===== src/mem_settings.svh =====
`ifndef MEM_SETTINGS_SVH
`define MEM_SETTINGS_SVH

// Data and address width
`define MEM_XLEN 32

// Data memory size in words, address wraps at this depth
`define MEM_DEPTH_WORDS 256

// Upper bound of extra wait cycles in the data memory
`define MEM_MAX_WAIT 3

`endif


===== src/mem_pkg.sv =====
`default_nettype none

`include "mem_settings.svh"

package mem_pkg;

  typedef enum logic [1:0] {
    SIZE_BYTE = 2'd0,
    SIZE_HALF = 2'd1,
    SIZE_WORD = 2'd2
  } mem_size_e;

  typedef struct packed {
    logic valid;
    logic wren;
    logic load;
    logic store;
    logic fence;
  } op_flags_t;

  // One operation handed over by an execute lane
  typedef struct packed {
    op_flags_t flags;
    logic [4:0] waddr;
    logic [`MEM_XLEN-1:0] result;   // ALU value
    logic [`MEM_XLEN-1:0] address;
    logic [`MEM_XLEN-1:0] sdata;
    mem_size_e size;
    logic unsigned_load;
  } lane_op_t;

  typedef struct packed {
    logic valid;
    logic [`MEM_XLEN-1:0] addr;
    logic [`MEM_XLEN-1:0] wdata;
    logic [`MEM_XLEN/8-1:0] wstrb;   // All zero for a read
  } dmem_req_t;

  typedef struct packed {
    logic ready;
    logic [`MEM_XLEN-1:0] rdata;
  } dmem_rsp_t;

  typedef struct packed {
    logic wren;
    logic [4:0] waddr;
    logic [`MEM_XLEN-1:0] wdata;
  } fwd_t;

  typedef struct packed {
    logic valid;
    fwd_t lane0;
    fwd_t lane1;
  } wb_t;

  localparam lane_op_t init_lane_op = '0;
  localparam wb_t init_wb = '0;

endpackage

`default_nettype wire


===== src/memory_stage.sv =====
`timescale 1ns/1ps
`default_nettype none

module memory_stage (
  input logic clock,
  input logic reset,
  input mem_pkg::lane_op_t ex_lane0,
  input mem_pkg::lane_op_t ex_lane1,
  input logic clear,
  output logic stall,
  output mem_pkg::dmem_req_t dmem_req,
  input mem_pkg::dmem_rsp_t dmem_rsp,
  input logic [31:0] ldata0,
  input logic [31:0] ldata1,
  input logic [31:0] wdata0,
  input logic [31:0] wdata1,
  input logic [3:0] wstrb0,
  input logic [3:0] wstrb1,
  output mem_pkg::lane_op_t lane0_q,
  output mem_pkg::lane_op_t lane1_q,
  output mem_pkg::fwd_t fwd0,
  output mem_pkg::fwd_t fwd1,
  output mem_pkg::wb_t wb
);
  import mem_pkg::*;

  logic orphan_q;   // Memory still owes a response to a cleared access
  logic mem0, mem1, own1, owner_mem, both_mem, own_ready;
  logic [31:0] wval0, wval1;

  function automatic logic is_mem(input lane_op_t op);
    return op.flags.valid & (op.flags.load | op.flags.store | op.flags.fence);
  endfunction

  always_comb begin
    mem0 = is_mem(lane0_q);
    mem1 = is_mem(lane1_q);
    own1 = ~mem0 & mem1;   // Lane 0 first
    owner_mem = mem0 | mem1;
    both_mem = mem0 & mem1;
    own_ready = dmem_rsp.ready & ~orphan_q;
    // With two accesses the first ready only finishes lane 0
    stall = owner_mem & (~own_ready | both_mem) & ~clear;
    wval0 = lane0_q.flags.load ? ldata0 : lane0_q.result;
    wval1 = lane1_q.flags.load ? ldata1 : lane1_q.result;
  end

  always_comb begin
    dmem_req.valid = owner_mem & ~orphan_q;
    dmem_req.addr = own1 ? lane1_q.address : lane0_q.address;
    dmem_req.wdata = own1 ? wdata1 : wdata0;
    dmem_req.wstrb = own1 ? wstrb1 : wstrb0;
  end

  always_comb begin
    fwd0.wren = lane0_q.flags.valid & lane0_q.flags.wren;
    fwd0.waddr = lane0_q.waddr;
    fwd0.wdata = wval0;
    fwd1.wren = lane1_q.flags.valid & lane1_q.flags.wren;
    fwd1.waddr = lane1_q.waddr;
    fwd1.wdata = wval1;
  end

  always_ff @(posedge clock) begin
    if (reset == 0) begin
      lane0_q <= init_lane_op;
      lane1_q <= init_lane_op;
      wb <= init_wb;
      orphan_q <= 1'b0;
    end else begin
      if (dmem_rsp.ready) begin
        orphan_q <= 1'b0;
      end else if (clear && dmem_req.valid) begin
        orphan_q <= 1'b1;   // Access already captured, its ready must be dropped
      end
      if (clear) begin
        lane0_q <= init_lane_op;
        lane1_q <= init_lane_op;
        wb <= init_wb;
      end else if (stall) begin
        wb <= init_wb;
        if (own_ready) begin
          // Lane 0 done, keep its value and hand the port to lane 1
          lane0_q.result <= wval0;
          lane0_q.flags.load <= 1'b0;
          lane0_q.flags.store <= 1'b0;
          lane0_q.flags.fence <= 1'b0;
        end
      end else begin
        wb.valid <= lane0_q.flags.valid | lane1_q.flags.valid;
        wb.lane0 <= fwd0;
        wb.lane1 <= fwd1;
        lane0_q <= ex_lane0;
        if (ex_lane0.flags.valid && ex_lane0.flags.fence) begin
          lane1_q <= init_lane_op;   // Nothing issues beside a fence
        end else begin
          lane1_q <= ex_lane1;
        end
      end
    end
  end

endmodule

`default_nettype wire


===== config.mk =====
export PLATFORM = sky130hd
export DESIGN_NAME = memory_stage
export DESIGN_NICKNAME = d
export VERILOG_FILES = /design/src/mem_pkg.sv /design/src/memory_stage.sv
export VERILOG_INCLUDE_DIRS = /design/src
export SDC_FILE = /design/constraint.sdc
export NUM_CORES = 1
export LEC_CHECK = 0
export BUFFER_PORTS_ARGS = -buffer_cell sky130_fd_sc_hd__buf_2
export CAP_MARGIN = 10
export CORE_AREA = 2 2 320 322
export CTS_CLUSTER_DIAMETER = 150
export CTS_CLUSTER_SIZE = 30
export DETAILED_ROUTE_END_ITERATION = 8
export DIE_AREA = 0 0 322 324
export PLACE_DENSITY_LB_ADDON = 0.25
export RECOVER_POWER = 50
export SLEW_MARGIN = 10
export SYNTH_ARGS = -nofsm -noshare
export SYNTH_HDL_FRONTEND = slang
export SYNTH_SLANG_ARGS = --single-unit

===== constraint.sdc =====
create_clock -name clock -period 3.8 [get_ports clock]
set_input_delay 0.57 -clock clock [delete_from_list [all_inputs] [get_ports clock]]
set_output_delay 0.57 -clock clock [all_outputs]
set_load 0.05 [all_outputs]

## After elaboration in Yosys (flattened, before gate mapping)

Index checks and enable logic that the tools add are counted.

| storage, ports and cells | value |
|---|---|
| register bits after elaboration | 296 |
| bits in latches | 0 |
| RAM bits | 0 |
| ROM bits | 0 |
| output and inout port bits | 441 |
| logic and storage cells | 68 |
| memories | 0 |

| operators by class | value |
|---|---|
| $add $sub $neg | 0 |
| multiply operators | 0 |
| divide/modulo/power cells | 0 |
| $lt $le $gt $ge | 0 |
| equality and inequality tests | 1 |
| shift-type cells | 0 |
| muxes and demuxes | 10 |
| bitwise logic cells | 22 |
| reductions and logical operators | 5 |

Operator list:

| kind | number |
|---|---|
| two-way mux 32 bit | 6 |
| two-way mux 109 bit | 1 |
| AND 1 bit | 10 |
| OR 1 bit | 7 |
| two-way mux 3 bit | 2 |
| NOT 1 bit | 5 |
| two-way mux 4 bit | 1 |
| OR reduction 2 bit | 2 |
| OR reduction 3 bit | 1 |
| logical AND 1 bit | 2 |
| inequality test 2 x 1 -> 1 bit, second input constant | 1 |

## Longest topological paths before layout

Gate-level depths: netlist of the first run.

| depth | value |
|---|---|
| depth after elaboration | 8 |
| mapped depth | 6 |
| mapped depth without buffers | 3 |

## Least setup slack after synthesis of the first run

Ideal clock, no wire load.

| timing path | value |
|---|---|
| kind | reg2out |
| from | register lane0_q[106] (netlist bit) |
| to | output stall |
| arrival time | 2380 ps |
| path slack | 850 ps |
| stages on the path, launching flop included | 7 |
| cells stage by stage | dfxtp_1 -> buf_2 -> o31ai_4 -> maj3_2 -> buf_2 -> buf_6 -> nor2_1 |

| on the way | value |
|---|---|
| longest elaborated chain between the ends | 7 |
| elaborated cells between the ends (all ways) | 8 |

Ends and longest elaborated chain:

| what | RTL line | text |
|---|---|---|
| start: declaration | memory_stage.sv:19 | `output mem_pkg::lane_op_t lane0_q,` |
| start signal: assignment | memory_stage.sv:66 | `lane0_q <= init_lane_op;` |
| start signal: assignment | memory_stage.sv:77 | `lane0_q <= init_lane_op;` |
| start signal: assignment | memory_stage.sv:93 | `lane0_q <= ex_lane0;` |
| OR 1 bit (*) (2 in series) | memory_stage.sv:32 | `return op.flags.valid & (op.flags.load \| op.flags.store \| op.flags.fence);` |
| AND 1 bit (*) | memory_stage.sv:32 |  |
| AND 1 bit | memory_stage.sv:40 | `both_mem = mem0 & mem1;` |
| OR 1 bit | memory_stage.sv:43 | `stall = owner_mem & (~own_ready \| both_mem) & ~clear;` |
| AND 1 bit (*) (2 in series) | memory_stage.sv:43 |  |
| end: declaration | memory_stage.sv:10 | `output logic stall,` |

Every way passes the cells marked *; elsewhere a longest branch is shown, timed or not.

## Final worst setup path of the first run

| timing path | value |
|---|---|
| from | register lane1_q[104] (netlist bit) |
| to | register lane0_q[108] (netlist bit) |

| on the way | value |
|---|---|
| longest elaborated chain between the ends | 6 |
| elaborated cells between the ends (all ways) | 7 |

Ends and longest elaborated chain:

| what | RTL line | text |
|---|---|---|
| start: declaration | memory_stage.sv:20 | `output mem_pkg::lane_op_t lane1_q,` |
| start signal: assignment | memory_stage.sv:67 | `lane1_q <= init_lane_op;` |
| start signal: assignment | memory_stage.sv:78 | `lane1_q <= init_lane_op;` |
| start signal: assignment | memory_stage.sv:95 | `lane1_q <= init_lane_op;` |
| OR 1 bit (*) | memory_stage.sv:32 |  |
| AND 1 bit (*) | memory_stage.sv:32 |  |
| AND 1 bit | memory_stage.sv:40 |  |
| OR 1 bit | memory_stage.sv:43 |  |
| AND 1 bit (*) (2 in series) | memory_stage.sv:43 |  |

Marked as above.
A chain may end at the register's enable or synchronous reset.

==> results.py, run 1 <==
metrics = {
    "clock_network": {
        "cts_hold_buf": 0,
        "htreeDepth": 1,
        "postCtsResizedCells": 0,
        "cts_tree": "done",
        "cts_buffer_depth": 3,
        "cts_made_buffers": 14,
        "clock-sinks": 296,
        "path_clk_slew_ps": 120,
        "clock_latency_ps": 570,
        "cts-root-buf": "clkbuf_16",
        "postCtsSetupRepairBufs": 0,
    },
    "setup_path": {
        "cp.required_ps": 4300,
        "crit_path_start_kind": "flop",
        "worstSetupEndpointType": "flop",
        "worstRegToRegCells": 5,
        "worstPathMaxFanout": 67,
        "crit_arrival_ps": 3890,
        "worstSetupPathType": "reg2reg",
    },
    "outcome": {
        "violations": "max-capacitance violations, max-slew violations",
        "status": "complete, but fails checks",
    },
    "floorplan": {
        "start_util": 0.129,
        "fp.dieH_um": 324,
        "row_count": 117,
        "die_w_um": 322,
        "core_mm2": 0.101,
        "dieArea_mm2": 0.104,
        "ios": 831,
    },
    "global_route": {
        "overflow": 0,
        "grt_pass1_wl_um": 85600,
        "gr-usage-all-layers": 0.110,
        "grt_pass1_vias": 12300,
        "grt_max_degree": 100,
        "antenna_found_initial": 14,
    },
    "cells_and_area": {
        "syn2layout_area_growth_pct": 41.4,
        "nets": 2448,
        "final_layout_size_suffix_gt1_frac": 0.302,
        "nFillCells": 11600,
        "multi_input_area_mm2": 0.00642,
        "final_cell_mix": "buf_2, clkbuf_1, dfxtp_1, nand2_1, mux2i_1",
        "regArea_mm2": 0.00593,
        "final_common_cell": "buf_2",
    },
    "pwr": {
        "leakagePower_uw": 0.00807,
        "p_per_area_mw_per_mm2": 374,
        "ir_worst_vdd_mv": 0.271,
    },
    "routing": {
        "drt-total-wl_um": 62300,
        "num_vias": 12800,
        "ant_nets": 0,
        "first_pass_iters": 5,
        "drtIter0Drc": 796,
        "via_per_inst": 3.78,
        "drc": 0,
        "met1Wirelength_um": 26700,
        "highest_layer": "met5",
        "wire_per_inst_um": 18.4,
        "dr_wl_met3_um": 4470,
        "route.met2.wl_um": 29600,
    },
    "yosys": {
        "synth_nets": 1745,
        "syn_area_per_cell_um2": 9.62,
        "ys_seq_area_frac": 0.455,
        "syn_inst": 1355,
        "ys_ff_latch": 296,
        "yosysWarnings": 0,
        "synth.distinct_cells": 28,
        "synth_area_mm2": 0.0130,
    },
    "sta": {
        "finalHoldViolCount": 0,
        "fin_skew_ps": 46.3,
        "tightest_slew_ps": 1580,
        "drv_slew": 47,
        "rsz0062_at_grt": "no",
        "hold_ws_ps": 224,
        "setup_ws_ps": 407,
        "setup-tns-final_ps": 0,
        "finalSetupViolCount": 0,
        "slew-limit-headroom": -0.0538,
        "fmax_mhz": 295,
        "fin_crit_sh": 0.893,
        "period_needed_ps": 3390,
    },
    "run": {
        "drv_cap": 1,
    },
    "hold_path": {
        "hold_depth": 3,
        "hold_path_class": "in2reg",
    },
    "place": {
        "port-buffer-count": 798,
        "pre_cts_ws_ps": 994,
        "dp_hpwl_um": 47600,
        "gp_congestion": 0.756,
    },
}
power breakdown:
group | leakage (uW) | internal, uW | switching [uW]
clock | 0.000218 | 813 | 1180
sequential | 0.00242 | 3220 | 90.1
combinational | 0.00544 | 411 | 1180
total | 0.00807 | 4440 | 2440
worst max-delay path, stage by stage, from the launching register on:
cell	delay, ps
dfxtp_1	480
o31a_2	260
clkbuf_4	700
maj3_1	320
buf_2	1160
o221a_1	370
cells by family (layout without fill, tap and decap cells):
| group | after synthesis | after routing | share of synthesized area |
|---|---|---|---|
| mux | 314 | 314 | 0.254 |
| other cells | 0 | 7 | 0 |
| buf+inv | 149 | 856 | 0.0551 |
| fa+ha+maj | 2 | 2 | 0.00173 |
| simple gates | 485 | 485 | 0.169 |
| compound gates | 109 | 109 | 0.0652 |
| flops | 296 | 296 | 0.455 |
layer usage:
metal / track usage / vias to the layer above
met1: 0.140 / 6091
li1: - / 6176
met3: 0.0303 / 54
met4: 0.0280 / 12
met2: 0.182 / 451
met5: 0 / -
cell type report:
| class | instances | area share |
|---|---|---|
| multi-input cells | 910 | 0.349 |
| repair buffers | 835 | 0.215 |
| flip-flops and latches | 296 | 0.322 |
| clock inverters | 4 | 0.00367 |
| inverters | 1 | 0.000204 |
| clock buffers | 16 | 0.0206 |
| diodes | 7 | 0.000951 |
| well taps | 1309 | 0.0889 |
state kept, by name, indices dropped and copies added (netlist names):
signal / cells
lane0_q: 104
lane1_q: 104
wb: 77
fwd0: 5
fwd1: 5
orphan_q: 1
synthesized netlist by cell type (all sizes together):
cell     count  area, um2
dfxtp      296       5930
nand2      258        968
mux2i      182       1820
mux2       132       1490
nand3      109        546
clkbuf      97        364
and3        76        475
buf         51        350
a21oi       35        175
nor3        33        165
o2111ai     32        280
o41ai       32        280
a32o         3       30.0
nand2b       3       18.8
and2         2       12.5
maj3         2       22.5
nor2         2       7.51
nor2b        2       12.5
o31a         2       17.5
o31ai        2       42.5
a211oi       1       7.51
inv          1       3.75
o21ai        1       5.00
o221a        1       11.3
metrics by stage:
| step | total power [uW] | instances | area, um2 | util |
|---|---|---|---|---|
| 3_5_place_dp | 5010 | 3351 | 18400 | 0.182 |
| 4_1_cts | 7100 | 3371 | 18800 | 0.186 |
| 3_3_place_gp | 5010 | 3351 | 18400 | 0.182 |
| 2_1_floorplan | 4440 | 1355 | 13000 | - |
| 6_report | 6880 | 3378 | 18400 | 0.182 |
| 5_1_grt | 7230 | 3375 | 18400 | 0.182 |
path summary, 6_finish.rpt:
check,startpoint,endpoint,slack [ps]
max,lane1_q[104],lane0_q[108],410
min,ex_lane0[47],lane0_q[47],220
max reg2reg,lane1_q[104],lane0_q[108],410
min reg2reg,lane1_q[28],lane1_q[28],460
(Power assumes the default switching activity.)
==> run 2: changes to the inputs <==
- REMOVE_ABC_BUFFERS: unset -> 1
==> run 2 against run 1 <==
Effect of this change: the run still ends with max-capacitance violations, max-slew violations left; sequential power is essentially flat; largest cell class unchanged; core utilization decreased by 0.082 points; sequential cell count is the same; non-clock buffer count shrank 6; critical path type unchanged; die area unchanged; setup slack got worse by 43 ps; via count is 1.0% lower; sequential share of layout area increased by 0.14 points.
==> results.py, run 2 (synthesis results as in run 1) <==
metrics = {
    "setup_path": {
        "crit_arrival_ps": 3910,
        "worstRegToRegCells": 5,
        "reg2reg_from": "lane0_q[104]",
        "path_buf_inv": 2,
        "crit_chain": "o31ai_4 -> buf_4 -> maj3_4 -> clkbuf_4 -> and3_1",
        "crit_slowest_cell": "clkbuf_4",
        "ff2ff_setup_slack_ps": 360,
        "worstSetupPathType": "reg2reg",
        "path_delay_family": "buffers and inverters",
        "worstPathMaxFanout": 116,
        "cp.required_ps": 4280,
        "worstSetupEndpointType": "flop",
        "crit_path_start_kind": "flop",
        "r2r-end": "wb[31]",
        "timing.critical_path.slowest_cell_delay_ps": 1000,
    },
    "cells_and_area": {
        "nets": 2442,
        "multi_input_area_mm2": 0.00642,
        "regArea_mm2": 0.00593,
        "final_common_cell": "buf_2",
        "final_cell_mix": "buf_2, clkbuf_1, dfxtp_1, nand2_1, mux2i_1",
        "final_layout_size_suffix_gt1_frac": 0.300,
        "syn2layout_area_growth_pct": 40.7,
        "reg_top3": "lane0_q: 104 flops, lane1_q: 104 flops, wb: 77 flops",
        "design_area_mm2": 0.0183,
        "nFillCells": 11600,
    },
    "routing": {
        "num_vias": 12700,
        "first_pass_iters": 5,
        "drt-total-wl_um": 60000,
        "wire_per_inst_um": 17.8,
        "ant_nets": 0,
        "via_per_inst": 3.76,
        "drtIter0Drc": 649,
        "drc": 0,
    },
    "global_route": {
        "grt_max_degree": 134,
        "gr-usage-all-layers": 0.105,
        "grt_pass1_wl_um": 82100,
        "overflow": 0,
        "grt_pass1_vias": 11900,
        "antenna_found_initial": 12,
    },
    "hold_path": {
        "min_from": "ex_lane0[58]",
        "hold_depth": 3,
        "hold_path_class": "in2reg",
        "hold_end": "lane0_q[58]",
    },
    "floorplan": {
        "core_mm2": 0.101,
        "fp.dieH_um": 324,
        "row_count": 117,
        "start_util": 0.129,
        "dieArea_mm2": 0.104,
        "die_w_um": 322,
        "ios": 831,
    },
    "clock_network": {
        "clock_latency_ps": 560,
        "htreeDepth": 1,
        "cts_made_buffers": 14,
        "cts-root-buf": "clkbuf_16",
        "cts_tree": "done",
        "cts_hold_buf": 0,
        "postCtsResizedCells": 0,
        "cts_buffer_depth": 3,
        "postCtsSetupRepairBufs": 0,
        "clock-sinks": 296,
        "path_clk_slew_ps": 130,
    },
    "place": {
        "dp_hpwl_um": 45900,
        "gp_congestion": 0.783,
        "port-buffer-count": 798,
        "dpl_cell_area_mm2": 0.0183,
    },
    "run": {
        "drv_cap": 1,
    },
    "pwr": {
        "ir_worst_vdd_mv": 0.219,
        "p_per_area_mw_per_mm2": 370,
        "leakagePower_uw": 0.00803,
        "finalPower_uw": 6790,
    },
    "sta": {
        "finalSetupViolCount": 0,
        "slew-limit-headroom": -0.187,
        "fin_crit_sh": 0.904,
        "period_needed_ps": 3440,
        "drv_slew": 117,
        "fmax_mhz": 291,
        "tightest_slew_ps": 1780,
        "rsz0062_at_grt": "no",
        "finalHoldViolCount": 0,
        "fin_skew_ps": 32.9,
    },
    "outcome": {
        "violations": "max-capacitance violations, max-slew violations",
        "status": "complete, but fails checks",
    },
}
-- run 2: cell count changes in the layout (fill, tap and decap cells not counted), sizes merged --
cell / previous run / this run
diode: 7 / 4
buf: 525 / 518
inv: 2 / 3
bufinv: 1 / 0
-- run 2: metal layers --
layer / track usage / wire length (um) / up-vias
li1: - / - / 6172
met1: 0.119 / 23900 / 5960
met2: 0.198 / 31200 / 476
met3: 0.0210 / 3660 / 42
met4: 0.0256 / 1220 / 2
met5: 0 / 7 / -
-- run 2: worst reg2reg max path: stages (launching register included) --
cell      delay [ps]
dfxtp_1          390
o31ai_4          320
buf_4            490
maj3_4           380
clkbuf_4        1010
and3_1           780
-- run 2: cell type report --
cell class,instances,area share
sequential,296,0.323
clock inverter,4,0.00232
tap,1309,0.0893
inverter,1,0.000205
timing repair buffer,829,0.214
clock buffer,15,0.0205
antenna,4,0.000546
multi-input combinational,910,0.350
-- run 2: how the worst max path moves through the flow --
stage	startpoint	to	slack, ps	depth (start not counted)
2_1_floorplan	clear	lane0_q[108]	-12880	2
3_3_place_gp	lane1_q[104]	dmem_req[36]	1050	5
3_5_place_dp	lane1_q[104]	dmem_req[36]	1030	5
4_1_cts	lane1_q[104]	dmem_req[36]	360	5
5_1_grt	lane0_q[104]	wb[31]	200	5
6_report	lane0_q[104]	wb[31]	360	5
-- run 2: report_power, final --
group / switching (uW) / internal [uW] / total, uW
logic: 1160 / 409 / 1570
clock network: 1180 / 743 / 1920
registers: 86.1 / 3220 / 3300
-- run 2: metrics by stage --
| step | util | setup WS (ps) | std cells | hold slack, ps | setup TNS, ps |
|---|---|---|---|---|---|
| after global placement | 0.181 | 1050 | 3345 | 441 | 0 |
| final | 0.182 | 364 | 3368 | 241 | 0 |
| after detailed placement | 0.181 | 1030 | 3345 | 444 | 0 |
| after CTS | 0.186 | 365 | 3364 | 182 | 0 |
| after floorplan | - | -12880 | 1207 | 443 | -3692010 |
| after global routing | 0.182 | 202 | 3368 | 204 | 0 |
