<file path="config.mk">
export PLATFORM = sky130hd
export DESIGN_NAME = load_align
export DESIGN_NICKNAME = d
export VERILOG_FILES = /design/src/mem_pkg.sv /design/src/load_align.sv
export VERILOG_INCLUDE_DIRS = /design/src
export SDC_FILE = /design/constraint.sdc
export NUM_CORES = 1
export LEC_CHECK = 0
export ABC_AREA = 1
export BUFFER_PORTS_ARGS = -buffer_cell sky130_fd_sc_hd__buf_2
export CAP_MARGIN = 20
export CORE_AREA = 2 2 81 83
export DETAILED_ROUTE_END_ITERATION = 16
export DIE_AREA = 0 0 83 85
export SETUP_SLACK_MARGIN = 0.2
export SLEW_MARGIN = 20
export SYNTH_ARGS = -nofsm -noshare
export SYNTH_HDL_FRONTEND = slang
export SYNTH_SLANG_ARGS = --single-unit
</file>
<file path="constraint.sdc">
create_clock -name vclk -period 2.4
set_clock_uncertainty 0.2 [all_clocks]
set_input_delay 0.36 -clock vclk [all_inputs]
set_output_delay 0.36 -clock vclk [all_outputs]
set_load 0.05 [all_outputs]
</file>
<file path="src/mem_settings.svh">
`ifndef MEM_SETTINGS_SVH
`define MEM_SETTINGS_SVH

// Data and address width
`define MEM_XLEN 32

// Data memory size in words, address wraps at this depth
`define MEM_DEPTH_WORDS 256

// Upper bound of extra wait cycles in the data memory
`define MEM_MAX_WAIT 3

`endif

</file>
<file path="src/mem_pkg.sv">
`default_nettype none

`include "mem_settings.svh"

package mem_pkg;

  typedef enum logic [1:0] {
    SIZE_BYTE = 2'd0,
    SIZE_HALF = 2'd1,
    SIZE_WORD = 2'd2
  } mem_size_e;

  typedef struct packed {
    logic valid;
    logic wren;
    logic load;
    logic store;
    logic fence;
  } op_flags_t;

  // One operation handed over by an execute lane
  typedef struct packed {
    op_flags_t flags;
    logic [4:0] waddr;
    logic [`MEM_XLEN-1:0] result;   // ALU value
    logic [`MEM_XLEN-1:0] address;
    logic [`MEM_XLEN-1:0] sdata;
    mem_size_e size;
    logic unsigned_load;
  } lane_op_t;

  typedef struct packed {
    logic valid;
    logic [`MEM_XLEN-1:0] addr;
    logic [`MEM_XLEN-1:0] wdata;
    logic [`MEM_XLEN/8-1:0] wstrb;   // All zero for a read
  } dmem_req_t;

  typedef struct packed {
    logic ready;
    logic [`MEM_XLEN-1:0] rdata;
  } dmem_rsp_t;

  typedef struct packed {
    logic wren;
    logic [4:0] waddr;
    logic [`MEM_XLEN-1:0] wdata;
  } fwd_t;

  typedef struct packed {
    logic valid;
    fwd_t lane0;
    fwd_t lane1;
  } wb_t;

  localparam lane_op_t init_lane_op = '0;
  localparam wb_t init_wb = '0;

endpackage

`default_nettype wire

</file>
<file path="src/load_align.sv">
`timescale 1ns/1ps
`default_nettype none

module load_align (
  input mem_pkg::lane_op_t op,
  input logic [31:0] rdata,
  output logic [31:0] ldata,
  output logic [31:0] wdata,
  output logic [3:0] wstrb
);
  import mem_pkg::*;

  logic [1:0] offset;
  logic [7:0] byte_sel;
  logic [15:0] half_sel;
  logic [3:0] strb;

  always_comb begin
    offset = op.address[1:0];
    byte_sel = rdata[{offset, 3'b000} +: 8];
    half_sel = offset[1] ? rdata[31:16] : rdata[15:0];
    case (op.size)
      SIZE_BYTE: ldata = {{24{byte_sel[7] & ~op.unsigned_load}}, byte_sel};
      SIZE_HALF: ldata = {{16{half_sel[15] & ~op.unsigned_load}}, half_sel};
      default: ldata = rdata;
    endcase
  end

  // Store data goes out on every byte lane, strobe picks the ones written
  always_comb begin
    case (op.size)
      SIZE_BYTE: begin
        wdata = {4{op.sdata[7:0]}};
        strb = 4'b0001 << offset;
      end
      SIZE_HALF: begin
        wdata = {2{op.sdata[15:0]}};
        strb = offset[1] ? 4'b1100 : 4'b0011;
      end
      default: begin
        wdata = op.sdata;
        strb = 4'b1111;
      end
    endcase
    wstrb = op.flags.store ? strb : 4'b0000;   // Loads and fences read
  end

endmodule

`default_nettype wire

</file>
Word-level counts from Yosys, hierarchy flattened:

Index checks and enable logic that the tools add are counted.
W data, S select, Z words.

* flip-flop bits (word level): 0
* output and inout bits: 68
* logic and storage cells: 13

* equality and inequality tests: 1
* shifts and indexed selects: 2
* mux-type cells: 6
* bitwise logic cells: 3
* reductions and logical operators: 1

Operators with widths (number)
* $pmux W32 S2: 2
* $shiftx A32 B6 Y8: 1
* $mux W16: 1
* $mux W4: 2
* $pmux W4 S2: 1
* $shl A1 B2 Y4 const A: 1
* $and A1 B1 Y1: 2
* $eq A2 B1 Y1 const B: 1
* $logic_not A2 Y1: 1
* $not A1 Y1: 1

Depth between registers and ports, before layout:

Gate-level depths: netlist (run 1).

* depth in word-level cells: 3
* gate-level depth with buffers: 9
* gate-level depth less buffers: 8

Worst setup path after synthesis (run 1):

No wires, ideal clock.

* path type: in2out
* from: input port op[35] in the netlist's numbering
* to: output port wstrb[1]
* data arrival time: 1.796 ns
* required time: 1.840 ns
* slack: 0.044 ns
* stages: 4
* cells stage by stage: buf_4 -> buf_2 -> a21oi_1 -> nor3_1

* cells in the longest elaborated chain, start to end: 3

RTL lines
* start, declared: RTL line load_align.sv:5 `input mem_pkg::lane_op_t op,`
* $shl A1 B2 Y4: RTL line load_align.sv:34 `strb = 4'b0001 << offset;`
* $pmux W4 S2: RTL line load_align.sv:31 `case (op.size)`
* $mux W4: RTL line load_align.sv:45 `wstrb = op.flags.store ? strb : 4'b0000;`
* end, declared: RTL line load_align.sv:9 `output logic [3:0] wstrb`

Every way passes these cells.

Worst setup path in the final report (run 1):

* from: input port op[36] in the netlist's numbering
* to: output port ldata[21]

* cells in the longest elaborated chain, start to end: 3

RTL lines
* $shiftx A32 B6 Y8 or $mux W16 (tied branches): RTL line load_align.sv:20, load_align.sv:21
* $and A1 B1 Y1 (on tied branches): RTL line load_align.sv:23, load_align.sv:24
* $pmux W32 S2 *: RTL line load_align.sv:22 `case (op.size)`
* end, declared: RTL line load_align.sv:7 `output logic [31:0] ldata,`

Mark *: on every way between the ends. The rest lies on a longest branch, timed or not.

==> results of run 1 <==
==> layout make-up <==
type	count	share of cell area (%)
multi-input cells	198	52.56
inverters	15	3.027
repair buffers	149	39.65
well taps	77	4.756
==> kinds of logic after synthesis <==
family | count (synthesis) | share of synthesized area [%]
buffers and inverters | 37 | 17.95
AOI/OAI and AO/OA | 17 | 8.474
and+or+nand+nor | 180 | 73.58
==> final timing paths <==
| check | slack (ns) | from | end | cells after the start |
|---|---|---|---|---|
| worst min-delay path | 0.84 | op[9] | wdata[6] | 2 |
| worst max-delay path | 0.30 | op[36] | ldata[21] | 7 |
==> placed cells by master, fill, tap and decap left out <==
master,n
sky130_fd_sc_hd__o21ai_2,1
sky130_fd_sc_hd__buf_12,1
sky130_fd_sc_hd__o21ai_1,1
sky130_fd_sc_hd__nand3_2,20
sky130_fd_sc_hd__clkbuf_4,6
sky130_fd_sc_hd__nand2_1,117
sky130_fd_sc_hd__nor2_1,1
sky130_fd_sc_hd__a31oi_2,2
sky130_fd_sc_hd__inv_4,2
sky130_fd_sc_hd__inv_1,10
sky130_fd_sc_hd__nand2_2,4
sky130_fd_sc_hd__buf_4,11
sky130_fd_sc_hd__a21oi_1,1
sky130_fd_sc_hd__nor2_4,1
sky130_fd_sc_hd__nand3_1,30
sky130_fd_sc_hd__o211ai_1,6
sky130_fd_sc_hd__nor3_2,1
sky130_fd_sc_hd__inv_2,3
sky130_fd_sc_hd__o21ai_0,6
sky130_fd_sc_hd__buf_2,131
sky130_fd_sc_hd__nand2_4,3
sky130_fd_sc_hd__nor2_8,1
sky130_fd_sc_hd__nand3_4,3
==> layer usage <==
layer	up-vias	track usage (%)	wire, um
met5	-	0	0
met4	0	1.341	0
met2	81	25.73	2508
met1	898	24.30	2950
met3	0	1.556	364
li1	1007	-	-
==> what timing repair did <==
| action | CTS | global route |
|---|---|---|
| setup buffers | 0 | 4 |
| setup endpoints to repair | 24 | 30 |
| resized for setup | 1 | 8 |
| hold endpoints to repair | 0 | 0 |
| gates cloned | 1 | 0 |
| pin swaps | 0 | 3 |
==> where the power goes <==
part / internal [mW] / switching, mW / leakage [nW] / total [mW]
sequential: 0 / 0 / 0 / 0
combinational: 0.188 / 0.541 / 1.33 / 0.729
clock: 0 / 0 / 0 / 0
total: 0.188 / 0.541 / 1.33 / 0.729
==> run summary, run 1 <==
At the end of routability-driven placement, the weighted congestion stood at 0.7915. Leakage power figure: 1.329 nW. By startpoint and endpoint, the worst setup path is classified as in -> out. Sorting the synthesized cells by how often they occur yields sky130_fd_sc_hd__nand2_1 (117), sky130_fd_sc_hd__nand3_1 (30), sky130_fd_sc_hd__nand3_2 (20). Timing would allow up to 0.4756 GHz. The multi-input gate area in the final layout is 1065 sq um.

The width of the die is 83 um. The die covers 7055 sq um. In the final layout, the share of cells above drive strength 1 is 52.49%. In the post-route analysis, the smallest setup slack over all paths is 0.2973 ns. In the finished design the tool counted flip-flops and latches totalling 0. The run gives 234 as the synthesized netlist cell count.

The layout overhead on the synthesized area works out to 61.42%. The core area was 6205 sq um. The final-report max-slew violation count was 0; the number of ports placed on the die boundary was 209.

The run gives 95 as the DRC marker count from the first detailed-route iteration. In this run the worst path has a maximum fanout of 12. The tools report the area taken by flip-flops and latches as 0 sq um. Number of antenna violations at the first check in global routing: 0.

Summed over all nets, the half-perimeter wirelength after detailed placement is 4728 um. Number of design rule violations left after detail routing: 0. The fraction of the cycle the final worst path needs was 87.61%. The run gives 4 as the total iterations of the first detailed-routing run. Setup repair after global routing could not meet its margin everywhere. Data arrives at the worst endpoint at 1.54 ns. At the pin with the least slew margin, the transition time is 0.3729 ns.

The number of unique standard cell types used by synthesis is 24. The dominant cell by count in the synthesized netlist is sky130_fd_sc_hd__nand2_1. The detail route stage leaves a number of antenna-violating nets equal to 0. Buffers placed on the I/O ports in this run total 138.

In this run the tightest slew margin relative to its limit is 75.13%. The area share of the leading cell type in the synthesized netlist was 35.00%. The worst-path cell with the longest stage delay is sky130_fd_sc_hd__buf_2. The logs give 0 for the aggregate global routing overflow and 16.11% for the global router's overall resource usage.

The run gives 20 as the largest net degree at the start of global routing. The post-route cell area is 2026 sq um, and the number of global-route vias before repair is 1980. The largest incremental delay on the critical path was 0.27 ns; the power density over the cells was 359.9 nW/um^2.

The design draws 0.7290 mW. The mapped netlist covers 1255 sq um. In the routed layout, each cell is associated on average with a via count of 4.524. For this configuration, the core starts out at a cell density of 20.23%.

0 antenna diodes ended up in the layout. For this run, the register share of the synthesized area comes to 0%. Setup violations remaining at the end of the flow were counted as 0.

Across all hold checks on the routed design, the worst slack comes to 0.8369 ns. IR analysis of the VDD net gives a maximum drop of 0.1404 mV. The total negative slack for setup checks is 0 ns, and the fill cell instance count of the final layout is 707.

Across the run, the number of max-cap violations was 0. The largest total area in the synthesized netlist belongs to sky130_fd_sc_hd__nand2_1. For this run, the number of standard cells in the final layout without fillers is 439. Timing analysis after detailed placement gives a worst setup slack of 0.1449 ns. The kind of path behind the tightest hold check is in -> out. Clock buffers in the final layout number 0. By area the synthesized netlist is led by sky130_fd_sc_hd__nand2_1 (35%), sky130_fd_sc_hd__nand3_2 (16%), sky130_fd_sc_hd__nand3_1 (12%). The wire length per cell after detailed routing was 13.26 um. For the warning count from the yosys run, the log shows 0. The tools report the kind of launch point of the worst setup path as an input port.

The die is 85 um tall. The kind of cell with the highest combined delay along the critical path is buffers and inverters. The shortest period the worst path allows works out to 2.103 ns. Critical path endpoint category: an output port.

The hold violation count in the final report is 0, and the buffers plus inverters on the worst setup path is 3. The final layout contains 505 nets. Cells fill 32.65% of the core in the end. Row count: 29. Walking the worst path, the cells encountered are buf_2 -> buf_4 -> nand2_1 -> nand2_2 -> nand3_4 -> nand3_2 -> buf_2.

The cts-stage hold buffer count was 0. Summing all placed instances gives a cell area of 1961 sq um. The first global-routing pass estimated 9673 um of wire.

Counting tap cells, the placed design contains a total of 434 instances. The net count of the mapped netlist is 375, and the required time of the critical path is 1.84 ns. The flow ran to the end, and the final reports show no timing, DRC or antenna violations.

Summed over all layers, the routed wires come to 5823 um. In this run the mean area of a mapped cell was 5.363 sq um. The routed layout has 1986 vias.

By instance count, the cell type seen most on the critical path is sky130_fd_sc_hd__buf_2.
(Power assumes the default switching activity.)
==> run 2, diff against run 1 <==
==> constraint.sdc (replaced) <==
create_clock -name vclk -period 2.4
set_clock_uncertainty 0.2 [all_clocks]
set_input_delay 0.48 -clock vclk [all_inputs]
set_output_delay 0.48 -clock vclk [all_outputs]
set_load 0.05 [all_outputs]
==> run 2 against run 1 <==
Net effect:
- worst setup slack got worse by 0.084 ns
- first-iteration DRC count decreased by 39%
- die area unchanged
- largest power group unchanged
- power increased by 23%
==> run summary, run 2 (synthesis gave the netlist of run 1 again) <==
Entering global routing, the biggest net connects 34 pins. The largest voltage drop on the vdd net was 0.1620 mV; the number of nets with antenna violations after detailed routing was 0. The power density over the cells came out at 332.5 nW/um^2. The worst hold path terminates at wdata[5].

STA puts the critical path data required time at 1.72 ns. DRC marker count from the first detailed-route iteration: 58. The logs give 2070 for the number of global-route vias before repair and 0.04152 ns for the setup slack at placement. Along the worst hold path, the cell count comes to 2. During placement, the flow inserted port buffers numbering 138.

In the final routed layout, each cell accounts on average for 14.61 um. For this design the top-level I/O count stands at 209. In the finished design, the share of the clock period the worst path needs comes to 91.10%. The design has 0 sequential cells. The layout has 0 clock buffers. The maximum fanout count along the critical path works out to 6. Final hold analysis gives a worst-case slack of 1.077 ns.

From bottom edge to top edge, the die measures 85 um. The tools report the max-slew headroom at the worst pin as 82.84%. Startpoint-to-endpoint class of the critical path: in -> out. The endpoint arrival time on the critical path is 1.51 ns. The measured slew at the worst slew-check pin is 0.2574 ns. For the core area, the log shows 6205 sq um. At the end of the flow the core is filled with cells to 43.30%.

For the placer congestion estimate, the log shows 0.7874. Leaving out fill and tap cells, the most frequent cells in the layout are sky130_fd_sc_hd__nand2_1 (112), sky130_fd_sc_hd__buf_2 (86), sky130_fd_sc_hd__buf_6 (31). In the final layout, the share of cells above drive strength 1 is 59.26%.

The total overflow left after global routing is 0. Kind of path behind the tightest hold check: in -> out. 0 antenna diodes ended up in the layout. The final net count is 521, and the number of maximum-capacitance violations is 0. The tools report the die outline area as 7055 sq um. The critical path endpoint category is an output port.

Fmax: 0.4574 GHz. In the post-route analysis, the smallest setup slack over all paths is 0.2137 ns. After legalization and detailed placement, the total HPWL measured 4744 um. The run gives 6649 um as the final wirelength.

Cts-stage hold buffer count: 0. Across every metal layer, demand over resource in global routing totals 16.31%. Setup repair after global routing could not meet its margin everywhere. Final-report max-slew violation count: 0. For the number of antenna violations at the first check in global routing, the log shows 0. Number of design rule violations left after detail routing: 0. Leaving out fill and tap cells, the most frequent cell in the layout is sky130_fd_sc_hd__nand2_1. The run gives 0 as the count of endpoints failing setup in the final report. Kind of launch point of the worst setup path: an input port. The logs give 2169 for the detailed-route via count and 29 for the row count. The first detailed-routing pass took 4 iterations. Using the TritonRoute via totals, the vias-per-cell ratio works out to 4.767.

The layout overhead on the synthesized area was 114.1%. The run gives 9949 um as the first-pass GRT wire length. The logs give 0 sq um for the area taken by flip-flops and latches and 1.584 nW for the leakage power figure.

The worst path in the final design needs a cycle of 2.186 ns, including I/O delays and setup. The worst hold path begins at op[8]. The tools report the total negative slack for setup checks as 0 ns. The flow ran to the end, and the final reports show no timing, DRC or antenna violations. Starting density of the core: 20.23%. The die is 83 um wide.

The hold violation count in the final report is 0.
==> run 2: cell count changes in the layout (fill, tap and decap cells not counted), sizes merged <==
cell    previous run  this run
clkbuf             6         5
nand3             53        52
buf              143       161
==> run 2: final cells by class <==
class | count | area, sq um
Tap cell | 77 | 96.34
Inverter | 15 | 71.32
Multi-Input combinational cell | 197 | 1194
Timing Repair Buffer | 166 | 1325
Fill cell | 641 | 3518
==> run 2: through the flow <==
step | power (mW) | cell area (sq um) | std cells
after floorplan | 0.5336 | 1306 | 234
after global placement | 0.7239 | 2051 | 443
after detailed placement | 0.7280 | 2051 | 443
after CTS | 0.7852 | 2243 | 450
after global routing | 0.9413 | 2686 | 455
final | 0.8933 | 2686 | 455
==> run 2: worst max-delay path by stage <==
stage                      endpoint   start
after floorplan           wdata[10]   op[2]
after global placement    ldata[30]   op[2]
after detailed placement   ldata[6]   op[2]
after CTS                 ldata[30]  op[35]
after global routing       ldata[0]   op[2]
final                     ldata[17]   op[2]
==> run 2: metal layers <==
metal / wire length, um / vias up / global-route usage [%]
li1: - / 1042 / -
met1: 3004 / 997 / 23.66
met2: 3092 / 120 / 27.05
met3: 463 / 10 / 1.654
met4: 89 / 0 / 1.639
met5: 0 / - / 0
==> run 2: timing repair <==
item,CTS,global route
pin swaps,1,7
gates resized for setup,46,108
gates cloned,0,3
buffers inserted,7,2
setup endpoints to repair,39,51
==> run 2: worst max-delay path: stages <==
cell and delay [ns]:
sky130_fd_sc_hd__buf_12 0.11, sky130_fd_sc_hd__nor2_4 0.22, sky130_fd_sc_hd__buf_6 0.14, sky130_fd_sc_hd__nand3_4 0.11, sky130_fd_sc_hd__clkbuf_16 0.21, sky130_fd_sc_hd__nand3_2 0.07, sky130_fd_sc_hd__buf_6 0.16
==> run 2: power by group <==
group / leakage, nW / switching, mW / internal [mW]
clock network: 0 / 0 / 0
registers: 0 / 0 / 0
logic: 1.58 / 0.582 / 0.311
==> run 3, diff against run 2 <==
--- a/config.mk
+++ b/config.mk
@@ -10,7 +10,7 @@
 export BUFFER_PORTS_ARGS = -buffer_cell sky130_fd_sc_hd__buf_2
 export CAP_MARGIN = 20
-export CORE_AREA = 2 2 81 83
+export CORE_AREA = 2 2 82 84
 export DETAILED_ROUTE_END_ITERATION = 16
-export DIE_AREA = 0 0 83 85
+export DIE_AREA = 0 0 84 86
 export SETUP_SLACK_MARGIN = 0.2
 export SLEW_MARGIN = 20
==> constraint.sdc (replaced) <==
create_clock -name vclk -period 2.1
set_clock_uncertainty 0.2 [all_clocks]
set_input_delay 0.42 -clock vclk [all_inputs]
set_output_delay 0.42 -clock vclk [all_outputs]
set_load 0.01 [all_outputs]
==> run 3 against run 2 <==
Net effect:
- critical path depth is 2 higher
- critical endpoint is now ldata[23]
- worst setup slack worse by 0.13 ns
- cell count is 0.88% higher
- highest routed layer unchanged
- die area is 2.4% higher
- non-clock buffer count is 4 higher
- via count is 1.6% lower
==> run summary, run 3 (synthesis gave the netlist of run 1 again) <==
The run finished with clean final reports. Final-report max-slew violation count: 0. The layout has 0 clock buffers. There are 0 flip-flops and latches. For the DRC marker count from the first detailed-route iteration, the log shows 58. The count of buffers added on input and output ports is 138. Before CTS, the worst setup slack after placement is 0.06733 ns.

The tool flagged a number of max-cap violations equal to 0. The count of endpoints failing setup in the final report is 0, and the first-pass GRT wire length is 10160 um. Power density over the cells: 242.8 nW/um^2. The kind of path behind the tightest hold check was in -> out. The top cell family by delay on the critical path is simple AND/OR/NAND/NOR gates. Summed over all cells, the static leakage comes to 1.661 nW.

In this design, the critical path's most frequently occurring cell is sky130_fd_sc_hd__nand2_4. The fraction of the cycle the final worst path needs was 95.90%; the global router's overall resource usage was 17.04%. The total iterations of the first detailed-routing run was 4.

0 antenna diodes ended up in the layout. Wires add up to 6968 um. The layout overhead on the synthesized area was 127.2%. The logs give 27 for the largest net degree at the start of global routing and 7224 sq um for the die outline area.

Cells fill 45.43% of the core in the end. The critical path in this run is classified as in -> out. The logs give 1.48 ns for the required time of the critical path and 0 sq um for the area taken by flip-flops and latches. The logs give 0 for the number of antenna violations at the first check in global routing and 0 for the hold violation count in the final report. At the end of routability-driven placement, the weighted congestion stood at 0.8283.

Across the VDD grid, the largest voltage drop is 0.1145 mV. The run gives 2018 sq um as the placement-stage cell area. The endpoint arrival time on the critical path is 1.39 ns. The die is 84 um wide.

In the routed design, unresolved DRC markers number 0. For the HPWL after detailed placement, the log shows 4931 um. The design draws 0.6922 mW. The buffers plus inverters on the worst setup path works out to 3.

Max-slew headroom at the worst pin: 81.17%. The worst-path cell with the longest stage delay is sky130_fd_sc_hd__clkbuf_16. Along the worst path, the maximum fanout reaches 6.

The kind of launch point of the worst setup path was an input port. Starting density of the core: 19.99%. The tools report the critical path endpoint category as an output port. The detailed-route via count is 2135, and the measured slew at the worst slew-check pin is 0.2825 ns. Timing would allow up to 0.4966 GHz. The run gives 441 as the instance count after placement with tap cells included. Final hold analysis gives a worst-case slack of 0.8701 ns. After detailed routing, the number of vias per cell comes to 4.651. For this run, the post-layout net count is 525. The fill cell instance count of the final layout is 656, and the cts-stage hold buffer count is 0. Adding up every negative setup slack in the final design gives 0 ns. The number of global-route vias before repair came out at 2033.

In the layout the commonest cells are sky130_fd_sc_hd__buf_2 (108), sky130_fd_sc_hd__nand2_1 (103), sky130_fd_sc_hd__buf_6 (30). Most common cell after layout, fill and taps aside: sky130_fd_sc_hd__buf_2. The initialized floorplan defines 29 standard-cell rows. The count of nets left with antenna violations once routing finished came out at 0. The floorplan step set the die height to 86 um. The largest incremental delay on the critical path is 0.20 ns. The aggregate global routing overflow was 0; the number of ports placed on the die boundary was 209. Cells with a size suffix above 1 make up 62.04% of the layout.

After routing the design area is 2851 sq um. The shortest period the worst path allows was 2.014 ns. The core area is 6277 sq um, and the post-route worst setup slack is 0.08614 ns. Walking the worst path, the cells encountered are buf_12 -> nand2_1 -> nand2_2 -> nand2_4 -> nand2_4 -> nand3_4 -> clkbuf_16 -> nand3_2 -> buf_6.

Leaving out filler cells and counting taps, the final layout contains 459. In the final routed layout, each cell accounts on average for 15.18 um. Setup repair after global routing could not meet its margin everywhere.
[run 3: cell count changes in the layout (fill, tap and decap cells not counted), moves of 5 or more]
cell	before	now
sky130_fd_sc_hd__buf_4	27	16
sky130_fd_sc_hd__nand2_4	3	11
sky130_fd_sc_hd__o21ai_0	6	0
sky130_fd_sc_hd__nand3_4	10	18
sky130_fd_sc_hd__buf_8	14	3
sky130_fd_sc_hd__o21ai_2	1	6
sky130_fd_sc_hd__nand2_1	112	103
sky130_fd_sc_hd__nand3_2	21	9
sky130_fd_sc_hd__buf_2	86	108
[run 3: worst paths after layout]
path / slack [ns] / depth (start not counted) / from / end
setup / recovery: 0.09 / 9 / op[35] / ldata[23]
hold / removal: 0.87 / 2 / op[4] / wdata[1]
[run 3: where the power goes]
group	internal, mW	switching, mW
Sequential	0	0
Clock	0	0
Combinational	0.343	0.349
Total	0.343	0.349
[run 3: area by class of cell]
cell class         instances  area (sq um)  area share, %
inverters                 15         88.84          3.115
repair buffers           170          1341          47.04
multi-input cells        197          1325          46.47
well taps                 77         96.34          3.379
[run 3: timing repair]
item / in CTS / in global routing
setup endpoints to repair: 45 / 48
pin swaps: 5 / 18
buffers inserted: 9 / 3
resized for setup: 37 / 90
endpoints found under the hold margin: 0 / 0
cloned: 3 / 3
[run 3: layer usage]
layer / share of wire [%] / global-route usage, % / wire length, um
met1: 47 / 24.81 / 3256
met2: 46 / 27.64 / 3208
met3: 6.9 / 2.310 / 479
met4: 0.33 / 1.760 / 23
met5: 0 / 0 / 0
